--- src/hdl/snes_load_pkg.sv ---
`default_nettype none

package snes_load_pkg;

	// Host download stream
	typedef logic [15:0] io_word_t;
	typedef logic [24:0] io_addr_t;
	typedef logic [7:0]  io_index_t;

	// Cartridge header fields
	typedef logic [7:0]  rom_type_t;
	typedef logic [3:0]  size_code_t;
	typedef logic [23:0] mem_mask_t;

	typedef logic [7:0]   wram_byte_t;
	// Flags, address, compare, replace from top to bottom
	typedef logic [127:0] cheat_code_t;

	typedef enum logic [2:0] {
		HDR_AUTO,
		HDR_NONE,
		HDR_LOROM,
		HDR_HIROM,
		HDR_EXHIROM
	} header_mode_e;

	typedef enum logic [1:0] {
		FILL_9966,
		FILL_00FF,
		FILL_55,
		FILL_FF
	} fill_pattern_e;

	// Encoding 3 is treated as PAL as well
	typedef enum logic [1:0] {
		REGION_AUTO = 2'd0,
		REGION_NTSC = 2'd1,
		REGION_PAL  = 2'd2
	} region_sel_e;

	// Copier header in front of the image
	localparam io_addr_t HEADER_SKIP = 25'd512;

	// Size word in each layout, RAM size word sits 2 above
	localparam io_addr_t LOROM_INFO   = 25'h007FD6 + HEADER_SKIP;
	localparam io_addr_t HIROM_INFO   = 25'h00FFD6 + HEADER_SKIP;
	localparam io_addr_t EXHIROM_INFO = 25'h40FFD6 + HEADER_SKIP;

	localparam io_index_t IDX_CART = 8'h01;
	localparam io_index_t IDX_CODE = 8'hFF;

endpackage

`default_nettype wire

--- src/hdl/wram_fill_engine.sv ---
`default_nettype none

module wram_fill_engine import snes_load_pkg::*; #(
	parameter int WRAM_ADDR_BITS = 17
) (
	input  wire                       clk_sys,
	input  wire                       RESET,
	input  wire                       cart_start_i,
	input  wire                       cart_active_i,
	input  fill_pattern_e             fill_pattern_i,
	output logic [WRAM_ADDR_BITS-1:0] fill_addr_o,
	output wram_byte_t                fill_data_o,
	output logic                      fill_we_o,
	output logic                      clearing_o,
	output logic                      hold_o
);

	logic fill_wait;

	// One write every two cycles, the odd cycle is idle
	always_ff @(posedge clk_sys) begin
		if (RESET) begin
			clearing_o  <= 1'b0;
			fill_wait   <= 1'b0;
			fill_addr_o <= '0;
		end else if (cart_start_i) begin
			clearing_o  <= 1'b1;
			fill_wait   <= 1'b0;
			fill_addr_o <= '0;
		end else if (clearing_o) begin
			fill_wait <= ~fill_wait;
			if (fill_wait)
				fill_addr_o <= fill_addr_o + 1'b1;
			// Done after the idle cycle that follows the last address
			if (fill_wait && &fill_addr_o)
				clearing_o <= 1'b0;
		end else begin
			fill_wait   <= 1'b0;
			fill_addr_o <= '0;
		end
	end

	assign fill_we_o = clearing_o & ~fill_wait;

	// Power-on patterns as seen on the different console revisions
	always_comb begin
		case (fill_pattern_i)
			FILL_9966:
				fill_data_o = (fill_addr_o[8] ^ fill_addr_o[2]) ? 8'h66 : 8'h99;
			FILL_00FF:
				fill_data_o = (fill_addr_o[9] ^ fill_addr_o[0]) ? 8'hFF : 8'h00;
			FILL_55:
				fill_data_o = 8'h55;
			default:
				fill_data_o = 8'hFF;
		endcase
	end

	// The system stays held through the download and the fill
	assign hold_o = cart_active_i | clearing_o;

endmodule

`default_nettype wire

--- config.mk ---
export PLATFORM = sky130hd
export DESIGN_NAME = wram_fill_engine
export DESIGN_NICKNAME = d
export VERILOG_FILES = /design/src/hdl/snes_load_pkg.sv /design/src/hdl/wram_fill_engine.sv
export SDC_FILE = /design/constraint.sdc
export NUM_CORES = 1
export LEC_CHECK = 0
export ABC_CLOCK_PERIOD_IN_PS = 2200
export BUFFER_PORTS_ARGS = -buffer_cell sky130_fd_sc_hd__buf_2
export CORE_ASPECT_RATIO = 1.2
export CORE_MARGIN = 4
export CORE_UTILIZATION = 31
export DETAILED_ROUTE_END_ITERATION = 10
export PLACE_DENSITY_LB_ADDON = 0.1
export SLEW_MARGIN = 40
export SYNTH_ARGS = -nofsm -noshare
export SYNTH_HDL_FRONTEND = slang
export SYNTH_SLANG_ARGS = --single-unit
--- constraint.sdc ---
create_clock -name clk_sys -period 2.2 [get_ports clk_sys]
set_clock_uncertainty 0.05 [all_clocks]
set_input_delay 0 -clock clk_sys [delete_from_list [all_inputs] [get_ports clk_sys]]
set_output_delay 0 -clock clk_sys [all_outputs]
set_load 0.01 [all_outputs]
==> flow_summary_export.csv <==
group,metric,value,unit
cts,cts_tree,"yes",
drt,wl,2.21,mm
setup_path,crit_required,2330,ps
drt,num_vias,903,
setup_path,crit_type,"reg -> reg",
synthesis,ys_seq_area_frac,0.374,
setup_path,crit_path_end_kind,"flop",
floorplan,start_util,0.327,
setup_path,cp.arrival,1950,ps
placed_design,place_ws,388,ps
synthesis,synth_compound_area_frac,0.0924,
setup_path,rr_startpoint,"fill_addr_o[8]",
floorplan,die_h,70.7,um
cts,cts_buffers,3,
sta,worst_slew_margin_rel,0.708,
flow_run,drv_cap,0,
synthesis,syn_area,0.00102,mm2
power,leakagePower,0.517,nW
setup_path,startpoint_type,"flop",
setup_path,path_buf_inv,0,
sta,tightest_slew,434,ps
setup_path,path_delay_family,"simple AND/OR/NAND/NOR gates",
global_routing,grt_max_degree,20,
cts,cts_resized,0,
power,powerDensity,463,mW/mm2
synthesis,synth_mux_area_frac,0.0345,
drt,route.detailed.drc,0,
drt,antenna_left,0,
final_layout,area_growth,21.6,%
sta,post-route-min-period,1820,ps
placed_design,globalplace.congestion,0.745,
placed_design,placed_cell_area,0.00119,mm2
sta,drv_slew,0,
floorplan,fp-row-count,22,
global_routing,grt_use_total,0.113,
setup_path,ff2ff_setup_slack,380,ps
cts,cts_setup_buffers,0,
sta,fin_crit_sh,0.827,
final_layout,drive_gt1_frac,0.318,
synthesis,synth_nets,125,
synthesis,synth_flop_cell,"dfxtp_1",
synthesis,yosys_warnings,0,
synthesis,synthAdderAreaFrac,0.0246,
sta,fmax,0.549,GHz
placed_design,portBuffers,33,
synthesis,synth-async-reset-ratio,0,
setup_path,r2r_end,"fill_addr_o[16]",
floorplan,die_w,60.3,um
global_routing,grt-ovfl-total,0,
synthesis,synth_top_area_frac,0.374,
final_layout,final_area,0.00123,mm2
setup_path,crit_fanout,5,
power,peakVddDrop,309,uV
outcome,status,"completed",
floorplan,core_area,0.00311,mm2
cts,h-tree-depth,1,
synthesis,synth_xor_xnor_area_share,0.103,
synthesis,synth.area.top_cells,"dfxtp_1 (37%), xnor2_1 (6.9%), nor2_1 (6.7%), xor2_1 (3.4%), a21oi_1 (3.0%)",
global_routing,grt_pass1_vias,883,
power,total_power,572,uW
placed_design,dp_hpwl,1.69,mm
setup_path,slowest_delay,490,ps
drt,initialDrtViolationCount,20,
cts,cts-root-buf,"clkbuf_4",
global_routing,antenna_found_initial,0,
final_layout,layout.nets,160,
worst_hold_path,min_path_cells,3,
setup_path,path_cells,"nand3_4, or3_1, nor3_1, ha_1, mux2i_1, nor2_1",
sta,finalSetupViolations,0,
worst_hold_path,hold_path_end,"hold_o",
setup_path,reg2reg_depth,6,
synthesis,synth-edff-count,0,
sta,fin_tns_setup,0,ps
synthesis,synthCells,117,
sta,rsz0062_at_grt,"false",
synthesis,synth_top_family_by_area,"simple AND/OR/NAND/NOR gates",
synthesis,synth_top_cell_by_area,"dfxtp_1",
sta,finalHoldViolations,0,
drt,routed_via_density,4.83,
synthesis,synth-simple-area-share,0.293,
synthesis,synth.avg_cell_area,8.68,um2
floorplan,pin_count,34,
cts,clk_pin_slew,110,ps
worst_hold_path,hold_path.class,"in -> out",
drt,drt_first_pass_iters,4,
setup_path,cp_slowest_cell,"dfxtp_1",
worst_hold_path,hold_start,"cart_active_i",
synthesis,synth_cell_type_count,35,
synthesis,ys_ff_latch,19,
floorplan,die_area,0.00426,mm2
global_routing,grt_pass1_wl,3.80,mm
cts,clk_latency,290,ps
cts,cts_buffer_depth,2,
sta,layout_setup_ws,380,ps
drt,wl_per_cell,11.8,um
final_layout,antenna_cells,0,
cts,clock_sinks,19,
final_layout,final_util,0.397,
[logic make-up after synthesis]
logic type / after synthesis
DFF: 19
xor gates and xnor gates: 12
buffers and inverters: 14
adders and majority gates: 2
AOI/OAI and AO/OA: 15
and+or+nand+nor: 52
muxes: 3
[power by group]
group	switching, mW	total (mW)	internal [mW]
logic	0.0258	0.0479	0.0221
clock network	0.106	0.176	0.0704
registers	0.00208	0.348	0.346
total	0.134	0.572	0.438
[metal layers]
metal  GRT usage  up-vias  part of all wire
met4      0.0591        0             0.017
li1            -      462                 -
met2       0.190       28              0.47
met3      0.0292        4             0.085
met5           0        -                 0
met1       0.127      409              0.43
[final cells by class]
| type | count | area [um2] |
|---|---|---|
| Tap cell | 36 | 45.0 |
| Multi-Input combinational cell | 84 | 557 |
| Timing Repair Buffer | 37 | 200 |
| Inverter | 7 | 26.3 |
| Clock buffer | 4 | 26.3 |
| Sequential cell | 19 | 380 |
| Fill cell | 338 | 1880 |
[worst min-delay path, delay by kind of cell]
kind          cells  cell delay, ps
simple gates      1              90
buf+inv           2             190
[placed cells by master, fill, tap and decap left out, types with 2 or more instances in the layout]
cell / n
nand4_1: 3
mux2i_1: 2
inv_1: 7
buf_2: 33
a21o_1: 2
nor2_1: 18
dfxtp_1: 19
o21ai_0: 2
nand3_1: 6
clkbuf_4: 3
dlygate4sd3_1: 2
a21oi_1: 6
xor2_1: 4
nand2_2: 2
buf_4: 2
ha_1: 2
o21bai_1: 2
nand2_1: 5
xnor2_1: 8
or3_1: 3
o31ai_1: 2
nor3_1: 4
[through the flow]
| step | hold slack (ps) | std cells |
|---|---|---|
| floorplan | 22.4 | 117 |
| global placement | 126 | 181 |
| detailed placement | 129 | 181 |
| CTS | 231 | 187 |
| global route | 234 | 187 |
| finish | 225 | 187 |
[worst max-delay path by stage]
stage                   startpoint               to  slack, ps  cells after the start
finish              fill_addr_o[8]  fill_addr_o[16]        380                      6
global route        fill_addr_o[8]  fill_addr_o[16]        250                      6
CTS                 fill_addr_o[8]  fill_addr_o[16]        380                      6
detailed placement  fill_addr_o[8]  fill_addr_o[16]        390                      6
global placement    fill_addr_o[8]  fill_addr_o[16]        420                      6
floorplan           fill_addr_o[8]  fill_addr_o[16]        420                      6
[synthesized netlist by cell type, types with 2 or more instances]
cell      instances
dfxtp_1          19
o21bai_1          2
ha_1              2
o31ai_1           2
nand2_1           5
nor2_1           18
a21oi_1           6
nand3_1           6
xor2_1            4
or3_1             3
nand2_2           2
mux2i_1           2
xnor2_1           8
o21ai_0           2
buf_4             4
nor3_1            4
nand4_1           3
a21o_1            2
inv_1             7
[sequential cells by signal, summed over array words and instances (netlist names)]
| name | flops |
|---|---|
| clearing_o | 1 |
| fill_wait | 1 |
| fill_addr_o | 17 |
[timing repair]
item | in CTS | in global routing
endpoints found under the setup margin | 0 | 0
hold endpoints to repair | 1 | 0
hold buffers | 2 | 0
(Power assumes the default switching activity.)
