### config.mk
export PLATFORM = sky130hd
export DESIGN_NAME = cheat_code_assembler
export DESIGN_NICKNAME = d
export VERILOG_FILES = /design/src/hdl/snes_load_pkg.sv /design/src/hdl/cheat_code_assembler.sv
export SDC_FILE = /design/constraint.sdc
export NUM_CORES = 1
export LEC_CHECK = 0
export ABC_AREA = 1
export BUFFER_PORTS_ARGS = -buffer_cell sky130_fd_sc_hd__buf_2
export CELL_PAD_IN_SITES_DETAIL_PLACEMENT = 1
export CELL_PAD_IN_SITES_GLOBAL_PLACEMENT = 1
export CORE_MARGIN = 1
export CORE_UTILIZATION = 41
export DETAILED_ROUTE_END_ITERATION = 8
export PLACE_DENSITY_LB_ADDON = 0.1
export SLEW_MARGIN = 20
export SYNTH_ARGS = -nofsm -noshare
export SYNTH_HDL_FRONTEND = slang
export SYNTH_SLANG_ARGS = --single-unit
### constraint.sdc
create_clock -name clk_sys -period 3.2 [get_ports clk_sys]
set_clock_uncertainty 0.1 [all_clocks]
set_input_delay 0 -clock clk_sys [delete_from_list [all_inputs] [get_ports clk_sys]]
set_output_delay 0 -clock clk_sys [all_outputs]
set_load 0.01 [all_outputs]
### src/hdl/snes_load_pkg.sv
`default_nettype none

package snes_load_pkg;

	// Host download stream
	typedef logic [15:0] io_word_t;
	typedef logic [24:0] io_addr_t;
	typedef logic [7:0]  io_index_t;

	// Cartridge header fields
	typedef logic [7:0]  rom_type_t;
	typedef logic [3:0]  size_code_t;
	typedef logic [23:0] mem_mask_t;

	typedef logic [7:0]   wram_byte_t;
	// Flags, address, compare, replace from top to bottom
	typedef logic [127:0] cheat_code_t;

	typedef enum logic [2:0] {
		HDR_AUTO,
		HDR_NONE,
		HDR_LOROM,
		HDR_HIROM,
		HDR_EXHIROM
	} header_mode_e;

	typedef enum logic [1:0] {
		FILL_9966,
		FILL_00FF,
		FILL_55,
		FILL_FF
	} fill_pattern_e;

	// Encoding 3 is treated as PAL as well
	typedef enum logic [1:0] {
		REGION_AUTO = 2'd0,
		REGION_NTSC = 2'd1,
		REGION_PAL  = 2'd2
	} region_sel_e;

	// Copier header in front of the image
	localparam io_addr_t HEADER_SKIP = 25'd512;

	// Size word in each layout, RAM size word sits 2 above
	localparam io_addr_t LOROM_INFO   = 25'h007FD6 + HEADER_SKIP;
	localparam io_addr_t HIROM_INFO   = 25'h00FFD6 + HEADER_SKIP;
	localparam io_addr_t EXHIROM_INFO = 25'h40FFD6 + HEADER_SKIP;

	localparam io_index_t IDX_CART = 8'h01;
	localparam io_index_t IDX_CODE = 8'hFF;

endpackage

`default_nettype wire

### src/hdl/cheat_code_assembler.sv
`default_nettype none

module cheat_code_assembler import snes_load_pkg::*; (
	input  wire         clk_sys,
	input  wire         RESET,
	input  wire         code_wr_i,
	input  wire         cart_active_i,
	input  io_addr_t    ioctl_addr_i,
	input  io_word_t    ioctl_dout_i,
	output cheat_code_t code_o,
	output logic        code_valid_o,
	output logic        code_clear_o
);

	// Each code is 16 bytes, low word of a field comes first
	always_ff @(posedge clk_sys) begin
		if (code_wr_i) begin
			case (ioctl_addr_i[3:0])
				4'd0:  code_o[111:96]  <= ioctl_dout_i;
				4'd2:  code_o[127:112] <= ioctl_dout_i;
				4'd4:  code_o[79:64]   <= ioctl_dout_i;
				4'd6:  code_o[95:80]   <= ioctl_dout_i;
				4'd8:  code_o[47:32]   <= ioctl_dout_i;
				4'd10: code_o[63:48]   <= ioctl_dout_i;
				4'd12: code_o[15:0]    <= ioctl_dout_i;
				4'd14: code_o[31:16]   <= ioctl_dout_i;
				default: ;
			endcase
		end
	end

	always_ff @(posedge clk_sys) begin
		if (RESET) begin
			code_valid_o <= 1'b0;
			code_clear_o <= 1'b0;
		end else begin
			// Last word of a code completes it
			code_valid_o <= code_wr_i && (ioctl_addr_i[3:0] == 4'd14);
			// A new cheat list or a new cartridge drops all old codes
			code_clear_o <= cart_active_i | (code_wr_i && (ioctl_addr_i == '0));
		end
	end

endmodule

`default_nettype wire

==> results of run 1 <==
-- final cells by class --
class	count	area (sq um)
fillers	889	3430
inverters	4	15.0
repair buffers	195	1080
clock inverters	14	236
well taps	129	161
clock buffers	18	418
multi-input cells	40	185
flip-flops and latches	130	3880
-- sequential cells by signal, indices dropped and copies added, names as in the netlist --
name,flops
code_clear_o,1
code_o,128
code_valid_o,1
-- critical path, cell delays in order --
cell           delay, ns
dlygate4sd3_1       0.52
buf_2               0.13
nand3_1             0.15
dlygate4sd3_1       0.62
nor3_1              0.13
dlygate4sd3_1       0.56
-- power by group --
group / switching [W] / internal [W]
logic: 0.0000824 / 0.0000594
registers: 0.0000105 / 0.00191
clock network: 0.000688 / 0.00142
total: 0.000780 / 0.00339
-- placed cells by master, fill, tap and decap left out, types with 3 or more instances in the layout --
master | synthesis | final
buf_2 | 0 | 174
inv_1 | 3 | 3
nor2_1 | 24 | 16
bufinv_16 | 0 | 6
clkbuf_16 | 0 | 16
nand3_1 | 3 | 3
clkinvlp_4 | 0 | 4
dlygate4sd3_1 | 0 | 21
nor2_2 | 2 | 10
nand2_1 | 9 | 9
edfxtp_1 | 128 | 128
-- per-stage QoR --
stage	cell area (sq um)	utilization	hold WS (ns)	instances	setup WS, ns
finish	5980	0.635	0.0420	530	1.43
detailed placement	5120	0.543	0.0838	477	1.48
global route	5980	0.635	0.0510	530	1.41
floorplan	4060	-	-0.0376	174	1.80
global placement	5120	0.543	0.0849	477	1.55
CTS	5980	0.635	0.0248	530	1.50
-- metal layers --
layer	track usage	part of all wire	routed length, um
met1	0.238	0.39	4140
met2	0.354	0.52	5460
met5	0	0	0
met3	0.0704	0.057	599
met4	0.105	0.027	282
-- worst min path at each step --
stage	from	endpoint	slack (ns)	depth (start not counted)
detailed placement	RESET	code_clear_o$_SDFF_PP0_	0.08	2
CTS	ioctl_addr_i[2]	code_o[65]$_DFFE_PP_	0.02	3
floorplan	RESET	code_clear_o$_SDFF_PP0_	-0.04	1
global route	ioctl_addr_i[2]	code_o[77]$_DFFE_PP_	0.05	3
global placement	RESET	code_clear_o$_SDFF_PP0_	0.08	2
finish	ioctl_addr_i[2]	code_o[77]$_DFFE_PP_	0.04	3
-- cells by family (layout without fill, tap and decap cells) --
family / count (synthesis) / count (layout) / share of synthesized area
buffers and inverters: 4 / 231 / 0.00369
AND/OR/NAND/NOR: 39 / 39 / 0.0385
flip-flops: 130 / 130 / 0.956
AO/OA/AOI/OAI: 1 / 1 / 0.00216
==> out/results.tsv, run 1 <==
metric	value	unit
ctsHoldBuffers	21	
tns	0	ns
finalCritPeriodShare	0.554	
die_area	0.0103	sq mm
drtAntennaViolNets	0	
drc	0	
maxCapViolCount	0	
synth_edf_count	128	
grt_pass1_vias	2579	
crit_path_start_kind	primary input	
ctsResizeCount	0	
root_buffer	clkbuf_8	
power.density	697	mW/mm^2
arrival	2.11	ns
synth.avg_cell_area	23.4	sq um
synth_area	0.00406	sq mm
maxSlewHeadroom	0.286	
path_class	in2reg	
syn_nets	219	
synthTopCellsByCount	128 x edfxtp_1, 24 x nor2_1, 9 x nand2_1	
synth_top_area_frac	0.946	
critPathRequiredTime	3.54	ns
place_hpwl	6850	um
grt_pass1_wl	14800	um
hold_violations	0	
ys_types	10	
grt_antenna_before_repair	0	
worstPathMaxFanout	3	
run_status	complete, no violations	
port_buffers	174	
period_needed	1.77	ns
clock_sinks	130	
dieHeight	102	um
synth.area.top_cells	edfxtp_1 95%, nor2_1 2.2%, dfxtp_1 0.99%, nand2_1 0.83%, nand3_1 0.37%	
antenna_cells	0	
yosysSeqAreaShare	0.956	
ios	175	
die-width	102	um
vias_per_cell	4.64	
peakVddDrop	0.313	mV
finalSetupViolCount	0	
drt-wirelength-per-cell	19.8	um
crit_path_end	code_valid_o$_SDFF_PP0_	
post_route_cells_drive_above_1_share	0.539	
synth_cells	174	
grt_overflow	0	
synthToLayoutAreaGrowth	47.2	%
drv_slew	0	
grt_max_degree	17	
cts_buffers	17	
rsz0062_at_grt	no	
first_pass_iters	4	
gp_congestion	0.744	
vias	2459	
post-synth-top-area-cell	edfxtp_1	
clock_path_buffers	2	
gr-usage-all-layers	0.210	
htreeDepth	4	
yosys_warnings	0	
drtIter0Drc	94	
synthArstFlopShare	0	
fin_nets	433	
crit_path_start	code_wr_i	
worst_slew_pin_slew	1.07	ns
drt_wl_total	10500	um
core_area	0.00942	sq mm
cts_setup_buffers	0	
cts.clk_slew.worst_paths	0.06	ns
clock.fmax	564	MHz
synth_ff_type	edfxtp_1	
total_power	0.00417	W
leakage	2.32	nW
hp-class	in2reg	
start_util	0.432	
tritoncts	built	
rows	35	
critical_path.endpoint_type	flip-flop	
synth_seq_cells	130	
yosysMostFrequentCell	edfxtp_1	
No activity file was read; power rests on OpenSTA's default activity.
==> run 2: changes to the inputs <==
CORE_UTILIZATION = 38   (was 41)
clock period = 1.7 ns   (was 3.2 ns; I/O delays follow)
==> out/results.tsv, run 2 (synthesis results as in run 1) <==
metric	value	unit
run_status	complete, no violations	
p_int	0.00582	W
reg_top3	code_o (128), code_clear_o (1), code_valid_o (1)	
setup_ws	0.0380	ns
rows	37	
largest_register_ffs	128	
final_common_cell	buf_2	
grt_pass1_vias	2665	
cts_setup_buffers	0	
grt_antenna_before_repair	0	
arrival	1.78	ns
die-width	105	um
wl_met3	755	um
clock_path_buffers	2	
hold_path_depth	5	
worst_slew_pin_slew	0.294	ns
critPathRequiredTime	1.82	ns
cpMaxStageDelayCell	dlygate4sd3_1	
dieHeight	105	um
path_class	in2reg	
switching_share	0.208	
antenna_cells	0	
worstPathMaxFanout	9	
top_register	code_o	
critical_path.endpoint_type	flip-flop	
ios	175	
hp-class	in2reg	
drtAntennaViolNets	0	
tritoncts	built	
fin_nets	454	
post_route_cells_drive_above_1_share	0.559	
top_layer_used	met4	
cts_buffers	17	
drc	0	
vias_per_cell	4.44	
wl_met1	4130	um
path_delay_family	buffers and inverters	
gr-usage-all-layers	0.193	
cpPeakStageDelay	0.57	ns
crit_path_start_kind	primary input	
drtIter0Drc	107	
route.met2.wl	5130	um
drv_slew	0	
clock.fmax	602	MHz
grt_overflow	0	
maxCapViolCount	0	
root_buffer	clkbuf_8	
hp-start	ioctl_addr_i[0]	
crit_buf_inv	5	
htreeDepth	4	
period_needed	1.66	ns
total_power	0.00734	W
place_hpwl	7110	um
switching_power	0.00153	W
vias	2480	
synthToLayoutAreaGrowth	49.7	%
path_cells	dlygate4sd3_1 > buf_2 > nand2_1 > dlygate4sd3_1 > buf_4 > nor2_2 > buf_6	
comb_power_share	0.039	
die_area	0.0111	sq mm
finalCritPeriodShare	0.978	
drt_wl_total	10100	um
core_area	0.0103	sq mm
first_pass_iters	4	
critPathMostFrequentCell	dlygate4sd3_1	
drt-wirelength-per-cell	18.1	um
cts.clk_slew.worst_paths	0.06	ns
maxSlewHeadroom	0.804	
grt_pass1_wl	15100	um
leakage	2.41	nW
finalSetupViolCount	0	
rsz0062_at_grt	yes	
peakVddDrop	0.698	mV
most-common-layout-cells	174 x buf_2, 128 x edfxtp_1, 24 x dlygate4sd3_1, 16 x nor2_1, 16 x clkbuf_16	
power.density	1210	mW/mm^2
hold_violations	0	
clkPwrFrac	0.470	
grt_max_degree	17	
start_util	0.394	
port_buffers	174	
seqPwrFrac	0.491	
pre_cts_ws	0.493	ns
gp_congestion	0.747	
whs_endpoint	code_o[6]$_DFFE_PP_	
clock_sinks	130	
## run 2: changes by cell type in the layout (fill, tap and decap cells not counted), sizes merged
cell | previous run | this run
bufinv | 6 | 2
dlygate4sd3 | 21 | 24
inv | 4 | 8
clkinv | 4 | 7
buf | 174 | 192
clkbuf | 18 | 17
clkinvlp | 4 | 2
## run 2: metrics by stage
stage          area (sq um)  utilization  instances  TNS (ns)  hold WS, ns
2_1_floorplan          4060            -        174         0      -0.0376
3_3_place_gp           5260        0.510        502         0       0.0811
3_5_place_dp           5260        0.510        502         0       0.0856
4_1_cts                6070        0.588        558         0       0.0923
5_1_grt                6080        0.589        558    -0.268        0.122
6_report               6080        0.589        558         0        0.106
## run 2: worst max path at each step
stage                          startpoint                     to  slack, ns  cells after the start
after CTS                 ioctl_addr_i[1]   code_o[30]$_DFFE_PP_       0.05                      6
after global routing      ioctl_addr_i[1]   code_o[30]$_DFFE_PP_      -0.02                      6
after floorplan           ioctl_addr_i[1]   code_o[32]$_DFFE_PP_       0.30                      3
final                     ioctl_addr_i[1]  code_o[123]$_DFFE_PP_       0.04                      7
after detailed placement  ioctl_addr_i[1]  code_o[110]$_DFFE_PP_       0.49                      5
after global placement    ioctl_addr_i[1]   code_o[40]$_DFFE_PP_       0.53                      5
## run 2: power groups by stage
| stage | Combinational, W | Clock, W | Sequential, W |
|---|---|---|---|
| 2_1_floorplan | 0.0000325 | 0 | 0.00370 |
| 3_3_place_gp | 0.000240 | 0 | 0.00367 |
| 3_5_place_dp | 0.000246 | 0 | 0.00367 |
| 4_1_cts | 0.000289 | 0.00353 | 0.00360 |
| 5_1_grt | 0.000313 | 0.00365 | 0.00361 |
| 6_report | 0.000286 | 0.00345 | 0.00360 |
## run 2: layout make-up
| class | count | area [sq um] |
|---|---|---|
| inverter | 4 | 15.0 |
| clock inverter | 15 | 159 |
| fill | 1004 | 4240 |
| multi-input combinational | 40 | 185 |
| tap | 136 | 170 |
| timing repair buffer | 216 | 1260 |
| sequential | 130 | 3880 |
| clock buffer | 17 | 414 |
## run 2: repair_timing
action,4_1_cts,5_1_grt
setup endpoints to repair,0,29
hold buffers,24,0
resized for setup,0,3
hold endpoints to repair,133,0
## run 2: per-layer routing
layer / GRT usage / vias to the layer above
met5: 0 / -
met4: 0.0755 / 0
met2: 0.324 / 116
li1: - / 1144
met1: 0.230 / 1212
met3: 0.0643 / 8
