===== src/hdl/snes_load_pkg.sv =====
`default_nettype none

package snes_load_pkg;

	// Host download stream
	typedef logic [15:0] io_word_t;
	typedef logic [24:0] io_addr_t;
	typedef logic [7:0]  io_index_t;

	// Cartridge header fields
	typedef logic [7:0]  rom_type_t;
	typedef logic [3:0]  size_code_t;
	typedef logic [23:0] mem_mask_t;

	typedef logic [7:0]   wram_byte_t;
	// Flags, address, compare, replace from top to bottom
	typedef logic [127:0] cheat_code_t;

	typedef enum logic [2:0] {
		HDR_AUTO,
		HDR_NONE,
		HDR_LOROM,
		HDR_HIROM,
		HDR_EXHIROM
	} header_mode_e;

	typedef enum logic [1:0] {
		FILL_9966,
		FILL_00FF,
		FILL_55,
		FILL_FF
	} fill_pattern_e;

	// Encoding 3 is treated as PAL as well
	typedef enum logic [1:0] {
		REGION_AUTO = 2'd0,
		REGION_NTSC = 2'd1,
		REGION_PAL  = 2'd2
	} region_sel_e;

	// Copier header in front of the image
	localparam io_addr_t HEADER_SKIP = 25'd512;

	// Size word in each layout, RAM size word sits 2 above
	localparam io_addr_t LOROM_INFO   = 25'h007FD6 + HEADER_SKIP;
	localparam io_addr_t HIROM_INFO   = 25'h00FFD6 + HEADER_SKIP;
	localparam io_addr_t EXHIROM_INFO = 25'h40FFD6 + HEADER_SKIP;

	localparam io_index_t IDX_CART = 8'h01;
	localparam io_index_t IDX_CODE = 8'hFF;

endpackage

`default_nettype wire


===== src/hdl/cart_header_decoder.sv =====
`default_nettype none

module cart_header_decoder import snes_load_pkg::*; (
	input  wire         clk_sys,
	input  wire         RESET,
	input  wire         ioctl_download_i,
	input  io_index_t   ioctl_index_i,
	input  io_addr_t    ioctl_addr_i,
	input  io_word_t    ioctl_dout_i,
	input  wire         ioctl_wr_i,
	input  header_mode_e header_mode_i,
	input  region_sel_e region_sel_i,
	output logic        cart_active_o,
	output logic        cart_start_o,
	output logic        code_wr_o,
	output rom_type_t   rom_type_o,
	output mem_mask_t   rom_mask_o,
	output mem_mask_t   ram_mask_o,
	output logic        pal_o
);

	logic       cart_dl;
	logic       code_dl;
	logic       cart_dl_q;
	logic       mask_upd;
	logic       rom_region;
	logic       has_info;
	io_addr_t   info_addr;
	size_code_t rom_size;
	size_code_t ram_size;

	function automatic mem_mask_t size_mask(input size_code_t code);
		mem_mask_t one_k;
		one_k = 24'd1024;
		return (one_k << code) - 24'd1;
	endfunction

	// Index 0 is the boot ROM, which loads like a cartridge
	assign cart_dl = ioctl_download_i &
		((ioctl_index_i[5:0] == IDX_CART[5:0]) | (ioctl_index_i == '0));
	assign code_dl = ioctl_download_i & (ioctl_index_i == IDX_CODE);

	assign cart_active_o = cart_dl;
	assign code_wr_o     = code_dl & ioctl_wr_i;

	// Where the size words live for the forced layouts
	always_comb begin
		has_info  = 1'b1;
		info_addr = '0;
		case (header_mode_i)
			HDR_LOROM:   info_addr = LOROM_INFO;
			HDR_HIROM:   info_addr = HIROM_INFO;
			HDR_EXHIROM: info_addr = EXHIROM_INFO;
			default:     has_info  = 1'b0;
		endcase
	end

	always_ff @(posedge clk_sys) begin
		if (RESET) begin
			cart_dl_q    <= 1'b0;
			cart_start_o <= 1'b0;
			mask_upd     <= 1'b0;
			rom_mask_o   <= '0;
			ram_mask_o   <= '0;
		end else begin
			cart_dl_q    <= cart_dl;
			cart_start_o <= cart_dl & ~cart_dl_q;
			mask_upd     <= cart_dl & ioctl_wr_i;
			// Masks follow the sizes stored on the previous edge
			if (mask_upd) begin
				rom_mask_o <= size_mask(rom_size);
				ram_mask_o <= (ram_size != '0) ? size_mask(ram_size) : '0;
			end
		end
	end

	always_ff @(posedge clk_sys) begin
		if (RESET) begin
			rom_size   <= '0;
			ram_size   <= '0;
			rom_type_o <= '0;
			rom_region <= 1'b0;
			pal_o      <= 1'b0;
		end else if (cart_dl) begin
			if (ioctl_wr_i) begin
				if (ioctl_addr_i == '0) begin
					rom_size <= 4'hC;
					ram_size <= '0;
					if (header_mode_i == HDR_AUTO && ioctl_dout_i[7:0] != '0)
						{ram_size, rom_size} <= ioctl_dout_i[7:0];
					case (header_mode_i)
						HDR_NONE, HDR_LOROM: rom_type_o <= 8'd0;
						HDR_HIROM:           rom_type_o <= 8'd1;
						HDR_EXHIROM:         rom_type_o <= 8'd2;
						default:             rom_type_o <= ioctl_dout_i[15:8];
					endcase
				end
				if (ioctl_addr_i == 25'd2)
					rom_region <= ioctl_dout_i[8];
				if (has_info && ioctl_addr_i == info_addr)
					rom_size <= ioctl_dout_i[11:8];
				if (has_info && ioctl_addr_i == info_addr + 25'd2)
					ram_size <= ioctl_dout_i[3:0];
			end
		end else begin
			// Region only moves between loads
			pal_o <= (region_sel_i == REGION_AUTO) ? rom_region : region_sel_i[1];
		end
	end

endmodule

`default_nettype wire


===== config.mk =====
export PLATFORM = sky130hd
export DESIGN_NAME = cart_header_decoder
export DESIGN_NICKNAME = d
export VERILOG_FILES = /design/src/hdl/snes_load_pkg.sv /design/src/hdl/cart_header_decoder.sv
export SDC_FILE = /design/constraint.sdc
export NUM_CORES = 1
export LEC_CHECK = 0
export BUFFER_PORTS_ARGS = -buffer_cell sky130_fd_sc_hd__buf_2
export CELL_PAD_IN_SITES_DETAIL_PLACEMENT = 0
export CELL_PAD_IN_SITES_GLOBAL_PLACEMENT = 1
export CORE_UTILIZATION = 36
export CTS_BUF_LIST = sky130_fd_sc_hd__clkbuf_2
export DETAILED_ROUTE_END_ITERATION = 8
export GPL_TIMING_DRIVEN = 0
export PLACE_DENSITY_LB_ADDON = 0.25
export SLEW_MARGIN = 10
export SYNTH_ARGS = -nofsm -noshare
export SYNTH_HDL_FRONTEND = slang
export SYNTH_SLANG_ARGS = --single-unit

===== constraint.sdc =====
create_clock -name clk_sys -period 2.5 [get_ports clk_sys]
set_clock_uncertainty 0.05 [all_clocks]
set_input_delay 0.5 -clock clk_sys [delete_from_list [all_inputs] [get_ports clk_sys]]
set_output_delay 0.5 -clock clk_sys [all_outputs]
set_load 0.05 [all_outputs]

==> results of run 1 <==
[flip-flops by register name (all words and copies together) (netlist names)]
| name | cells |
|---|---|
| rom_mask_o | 15 |
| ram_size | 4 |
| mask_upd | 1 |
| cart_start_o | 1 |
| pal_o | 1 |
| rom_type_o | 8 |
| rom_region | 1 |
| cart_dl_q | 1 |
| rom_size | 4 |
| ram_mask_o | 15 |
[power breakdown]
group | total [mW] | internal (mW) | switching, mW
Sequential | 0.819 | 0.818 | 0.000954
Clock | 0.345 | 0.0718 | 0.274
Combinational | 0.147 | 0.0615 | 0.0855
Total | 1.31 | 0.951 | 0.360
[cells in the mapped netlist (2+ instances only)]
| cell | number |
|---|---|
| a211oi_1 | 14 |
| a21oi_1 | 29 |
| a22oi_1 | 3 |
| a311oi_1 | 3 |
| a31oi_1 | 4 |
| and2_1 | 2 |
| and2_2 | 2 |
| and2b_2 | 3 |
| buf_4 | 18 |
| buf_6 | 2 |
| clkbuf_1 | 15 |
| clkbuf_8 | 5 |
| dfxtp_1 | 51 |
| ha_1 | 2 |
| inv_1 | 10 |
| mux2_2 | 2 |
| mux2_4 | 3 |
| mux2i_1 | 5 |
| nand2_1 | 19 |
| nand2b_1 | 12 |
| nand3_1 | 14 |
| nand4_1 | 9 |
| nor2_1 | 38 |
| nor2b_1 | 2 |
| nor3_1 | 12 |
| nor4_1 | 6 |
| nor4_2 | 2 |
| o2111ai_1 | 3 |
| o211ai_1 | 6 |
| o21a_1 | 2 |
| o21ai_0 | 13 |
| o311ai_0 | 2 |
| o31ai_1 | 3 |
| o41ai_1 | 3 |
| or3_1 | 3 |
[how the worst max path moves through the flow]
stage	start	to	slack, ns	cells past startpoint
floorplan	header_mode_i[0]	ram_size[0]	0.26	6
global placement	ioctl_index_i[1]	rom_type_o[0]	-0.1	7
detailed placement	ioctl_index_i[1]	rom_type_o[0]	-0.13	7
CTS	ioctl_index_i[1]	cart_active_o	0.21	5
global route	ioctl_index_i[1]	cart_active_o	0.02	5
finish	ioctl_index_i[1]	cart_active_o	0.21	5
[logic make-up after synthesis]
| family | after synthesis |
|---|---|
| buffers and inverters | 51 |
| DFF | 51 |
| and+or+nand+nor | 137 |
| adders and majority gates | 2 |
| xor gates and xnor gates | 1 |
| AOI/OAI and AO/OA | 92 |
| muxes | 10 |
[stage by stage]
step                instance area [sq um]  std cells  power (mW)  hold slack [ns]
floorplan                            2910        344       0.904            0.326
global route                         3660        568        1.37            0.187
finish                               3660        568        1.31            0.238
global placement                     3610        560       0.979            0.332
detailed placement                   3610        560       0.980            0.336
CTS                                  3660        568        1.33            0.198
[routing by layer]
layer  vias to the layer above  track usage, %
met2                       101            32.7
met3                         8            3.48
met1                      1369            24.4
met4                         0            5.86
li1                       1478               -
met5                         -               0
[area by class of cell]
cell class              instances  share of cell area [%]
flip-flops and latches         51                    27.9
repair buffers                114                    15.6
clock inverters                 3                   0.650
plain buffers                  41                    7.86
multi-input cells             242                    42.8
well taps                     102                    3.49
clock buffers                   5                   0.684
inverters                      10                    1.03
[worst register-to-register path: stages, from the launching register on]
cell      delay (ns)
dfxtp_1         0.41
clkbuf_1        0.26
nor4_1          0.43
inv_1           0.09
ha_1            0.25
nand2b_1        0.18
nor4_1          0.17
a21oi_1         0.08
a211oi_1        0.22
==> metrics.yaml, run 1 <==
worst_setup_path:
  crit_chain: "buf_2, nor4_1, nand3_1, inv_1, buf_2"
  crit_path_max_incr_delay_ns: 0.47
  path_max_fanout: 7
  arrival_ns: 1.74
  regToRegSetupSlack_ns: 0.34
  critPathTopFamily: "simple AND/OR/NAND/NOR gates"
  rr_startpoint: "ram_size[3]"
  crit_top_cell: "buf_2"
  required_ns: 1.95
  end_kind: "output pin"
  cpMaxStageDelayCell: "nor4_1"
  r2r_end: "ram_mask_o[20]"
  crit_buf_inv: 3
  cp-start-kind: "input port"
  path_class: "input port to output pin"
  r2r_cells: 8
logic_synthesis:
  async_flop_share_pct: 0
  synthAdderAreaFrac_pct: 0.859
  ys_types: 57
  synth_mux_area_share_pct: 4.04
  synth_flop_cell: "dfxtp_1"
  synth-warning-count: 0
  synth_edf_count: 0
  synth-compound-area-share_pct: 22.1
  yosysTopAreaCell: "dfxtp_1"
  synth-xor-area-share_pct: 0.301
  synth_seq_cells: 51
  synth_cells: 344
  seq_area_frac_synth_pct: 35.1
  synth_top_area_share_pct: 35.1
  syn_nets: 404
  synth_area_leaders: "dfxtp_1 35%, a21oi_1 5.0%, nor2_1 4.9%"
  synth_top_family_by_area: "simple AND/OR/NAND/NOR gates"
  syn_area_sq_um: 2910
  yosys.area_share.simple_pct: 26.5
  syn_area_per_cell_sq_um: 8.47
floorplanning:
  core-area_sq_um: 7770
  rows: 32
  start_util_pct: 37.5
  die_h_microns: 92.0
  die_area_sq_um: 8450
  die_w_microns: 92.0
  io-pin-count: 118
cts:
  cts-root-buf: "clkbuf_2"
  clk_pin_slew_ns: 0.25
  clkSinkCount: 51
  cts_buffers: 5
  cts_hold_buf: 0
  cts_setup_buffers: 0
  ctsResizeCount: 0
  htreeDepth: 2
  insertion_delay_ns: 0.42
  clockBufferDepth: 2
  cts_tree: "done"
timing:
  fin_crit_ns: 2.29
  finalSetupViolCount: 0
  relSlewSlack_pct: 51.8
  layout_setup_ws_ns: 0.213
  tightest_slew_ns: 0.717
  rsz0062_at_grt: "false"
  fmax_mhz: 437
  post-route-period-util_pct: 91.5
  tns_ns: 0
  slew_violations: 0
  hold_violations: 0
global_route:
  antenna_found_initial: 0
  track_usage_pct: 19.1
  grt_max_degree: 18
  grt_pass1_vias: 2703
  overflow: 0
  grt_pass1_wl_microns: 13000
cells_and_area:
  n_antenna_cell: 0
  layout_common_cells: "115 x buf_2, 51 x dfxtp_1, 38 x nor2_1"
  flow.area_growth_from_synthesis_pct: 25.6
  finalNetCount: 525
  final_common_cell: "buf_2"
  drive_above_1_share_pct: 37.3
  fillCellCount: 813
  fin_util_pct: 47.1
  register_area_sq_um: 1020
  multiInputGateArea_sq_um: 1570
flow_run:
  drv_cap: 0
routing:
  drt-initial-drc-count: 48
  postRouteAntennaNets: 0
  drt_wl_total_microns: 7890
  drc_errors: 0
  wl_met1_microns: 3700
  dr_wl_met3_microns: 429
  dr_wl_met2_microns: 3640
  via_per_inst: 5.20
  wl_per_cell_microns: 13.9
  routed.top_layer: "met4"
  first_pass_iters: 4
  num_vias: 2956
worst_hold_path:
  min_from: "ioctl_dout_i[15]"
  min-delay-path-class: "input port to flop"
  hold-path-cell-count: 3
  hold_end: "rom_type_o[7]"
power_and_ir_drop:
  p_leak_nw: 1.60
  powerDensity_nw_per_um2: 358
  ir_drop_mv: 0.206
status:
  outcome: "finished, final reports clean"
place:
  place_ws_ns: -0.133
  gp_congestion: 0.798
  port_buffers: 114
  dp_hpwl_microns: 6180
Power figures use the tool's default switching activity.
==> run 2: changes to the inputs <==
--- a/config.mk
+++ b/config.mk
@@ -13,7 +13,8 @@
 export DETAILED_ROUTE_END_ITERATION = 8
 export GPL_TIMING_DRIVEN = 0
 export PLACE_DENSITY_LB_ADDON = 0.25
-export SLEW_MARGIN = 10
+export REMOVE_ABC_BUFFERS = 1
+export SLEW_MARGIN = 20
 export SYNTH_ARGS = -nofsm -noshare
 export SYNTH_HDL_FRONTEND = slang
 export SYNTH_SLANG_ARGS = --single-unit
==> constraint.sdc (replaced) <==
create_clock -name clk_sys -period 2.5 [get_ports clk_sys]
set_clock_uncertainty 0.05 [all_clocks]
set_input_delay 0.5 -clock clk_sys [delete_from_list [all_inputs] [get_ports clk_sys]]
set_output_delay 0.5 -clock clk_sys [all_outputs]
set_load 0.02 [all_outputs]
==> metrics.yaml, run 2 (synthesized netlist as in run 1, its figures left out) <==
status:
  outcome: "finished, final reports clean"  # unchanged
global_route:
  grt_pass1_vias: 2367  # was 2703
  track_usage_pct: 16.3  # was 19.1%
  use_met2_pct: 25.9  # was 32.7%
  grt_pass1_wl_microns: 11200  # was 13000 microns
  overflow: 0  # unchanged
  grt_use_met1_pct: 22.4  # was 24.4%
  antenna_found_initial: 0  # unchanged
  use_met3_pct: 3.15  # was 3.48%
  grt_max_degree: 56  # was 18
  grt-busiest-layer: "met2"  # unchanged
routing:
  drt_wl_total_microns: 7010  # was 7890 microns
  wl_per_cell_microns: 13.2  # was 13.9 microns
  via_per_inst: 5.13  # was 5.20
  postRouteAntennaNets: 0  # unchanged
  first_pass_iters: 5  # was 4
  drt-initial-drc-count: 109  # was 48
  num_vias: 2724  # was 2956
  drc_errors: 0  # unchanged
worst_setup_path:
  required_ns: 2.75  # was 1.95 ns
  cp-start-kind: "input port"  # unchanged
  end_kind: "flop"  # was output pin
  path_max_fanout: 10  # was 7
  path_class: "input port to flop"  # was input port to output pin
  arrival_ns: 2.57  # was 1.74 ns
timing:
  fmax_mhz: 431  # was 437 MHz
  layout_setup_ws_ns: 0.180  # was 0.213 ns
  tns_ns: 0  # unchanged
  tightest_slew_ns: 0.997  # was 0.717 ns
  hold_violations: 0  # unchanged
  slew_violations: 0  # unchanged
  rsz0062_at_grt: "false"  # unchanged
  relSlewSlack_pct: 33.5  # was 51.8%
  fin_crit_ns: 2.32  # was 2.29 ns
  finalSetupViolCount: 0  # unchanged
  post-route-period-util_pct: 92.8  # was 91.5%
floorplanning:
  die_h_microns: 92.0  # unchanged
  start_util_pct: 37.5  # unchanged
  rows: 32  # unchanged
  core-area_sq_um: 7770  # unchanged
  io-pin-count: 118  # unchanged
  die_area_sq_um: 8450  # unchanged
  die_w_microns: 92.0  # unchanged
cells_and_area:
  design_area_sq_um: 3400  # was 3660 sq um
  final_common_cell: "buf_2"  # unchanged
  flow.area_growth_from_synthesis_pct: 16.8  # was 25.6%
  reg_top3: "ram_mask_o x15, rom_mask_o x15, rom_type_o x8"  # unchanged
  n_antenna_cell: 0  # unchanged
  fin_util_pct: 43.8  # was 47.1%
  finalNetCount: 488  # was 525
  drive_above_1_share_pct: 35.4  # was 37.3%
  layout_common_cells: "117 x buf_2, 50 x dfxtp_1, 38 x nor2_1"  # was 115 x buf_2, 51 x dfxtp_1, 38 x nor2_1
cts:
  clkSinkCount: 51  # unchanged
  ctsResizeCount: 0  # unchanged
  clk_pin_slew_ns: 0.25  # about the same
  cts-root-buf: "clkbuf_2"  # unchanged
  clockBufferDepth: 2  # unchanged
  insertion_delay_ns: 0.42  # about the same
  cts_buffers: 5  # unchanged
  cts_tree: "done"  # unchanged
  cts_hold_buf: 0  # unchanged
  htreeDepth: 2  # unchanged
  cts_setup_buffers: 0  # unchanged
power_and_ir_drop:
  fin_total_pwr_mw: 1.28  # was 1.31 mW
  p_int_uw: 945  # was 951 uW
  p_leak_nw: 1.46  # was 1.60 nW
  ir_drop_mv: 0.143  # was 0.206 mV
  power.share.clock_pct: 26.1  # was 26.3%
  combPwrFrac_pct: 10.0  # was 11.2%
  powerDensity_nw_per_um2: 377  # was 358 nW/um^2
  sequentialPowerShare_pct: 63.8  # was 62.4%
  p_sw_share_pct: 26.4  # was 27.5%
  p_switching_uw: 339  # was 360 uW
place:
  dp_hpwl_microns: 5120  # was 6180 microns
  placed_area_sq_um: 3360  # was 3610 sq um
  port_buffers: 117  # was 114
  place_ws_ns: -0.254  # was -0.133 ns
  gp_congestion: 0.809  # was 0.798
worst_hold_path:
  min-delay-path-class: "input port to flop"  # unchanged
flow_run:
  drv_cap: 0  # unchanged
run 2: metal layers:
metal	part of all wire, %	vias up
met4	1.1	0
li1	-	1409
met2	45	80
met5	0	-
met3	4.4	7
met1	49	1228
run 2: final cells by class:
| type | instances | area [sq um] |
|---|---|---|
| flip-flops and latches | 51 | 1020 |
| repair buffers | 118 | 606 |
| fillers | 853 | 4370 |
| well taps | 102 | 128 |
| clock inverters | 2 | 12.5 |
| multi-input cells | 242 | 1570 |
| clock buffers | 6 | 30.0 |
| inverters | 10 | 37.5 |
run 2: path summary, 6_finish.rpt:
| check | from | end | slack (ns) | cells after the start |
|---|---|---|---|---|
| min | ioctl_dout_i[15] | rom_type_o[7] | 0.25 | 3 |
| max | ioctl_addr_i[6] | rom_type_o[0] | 0.18 | 6 |
| min reg2reg | cart_dl_q | cart_start_o | 0.36 | 1 |
| max reg2reg | rom_size[2] | rom_mask_o[20] | 0.38 | 8 |
run 2: power by group through the flow:
stage / Combinational [mW] / Clock [mW] / Sequential [mW]
after floorplan: 0.0394 / 0 / 0.837
after global placement: 0.127 / 0 / 0.834
after detailed placement: 0.129 / 0 / 0.834
after CTS: 0.129 / 0.365 / 0.820
after global routing: 0.142 / 0.385 / 0.820
final: 0.129 / 0.335 / 0.819
run 2: worst max-delay path: stages:
cell	delay, ns
buf_2	0.10
nor4_1	0.52
nand4b_2	0.41
or3_1	0.65
a221oi_1	0.31
nor3_1	0.07
run 2: metrics by stage:
stage	instances	hold slack, ns
CTS	531	0.205
global placement	522	0.329
floorplan	303	0.324
finish	531	0.250
global route	531	0.208
detailed placement	523	0.335
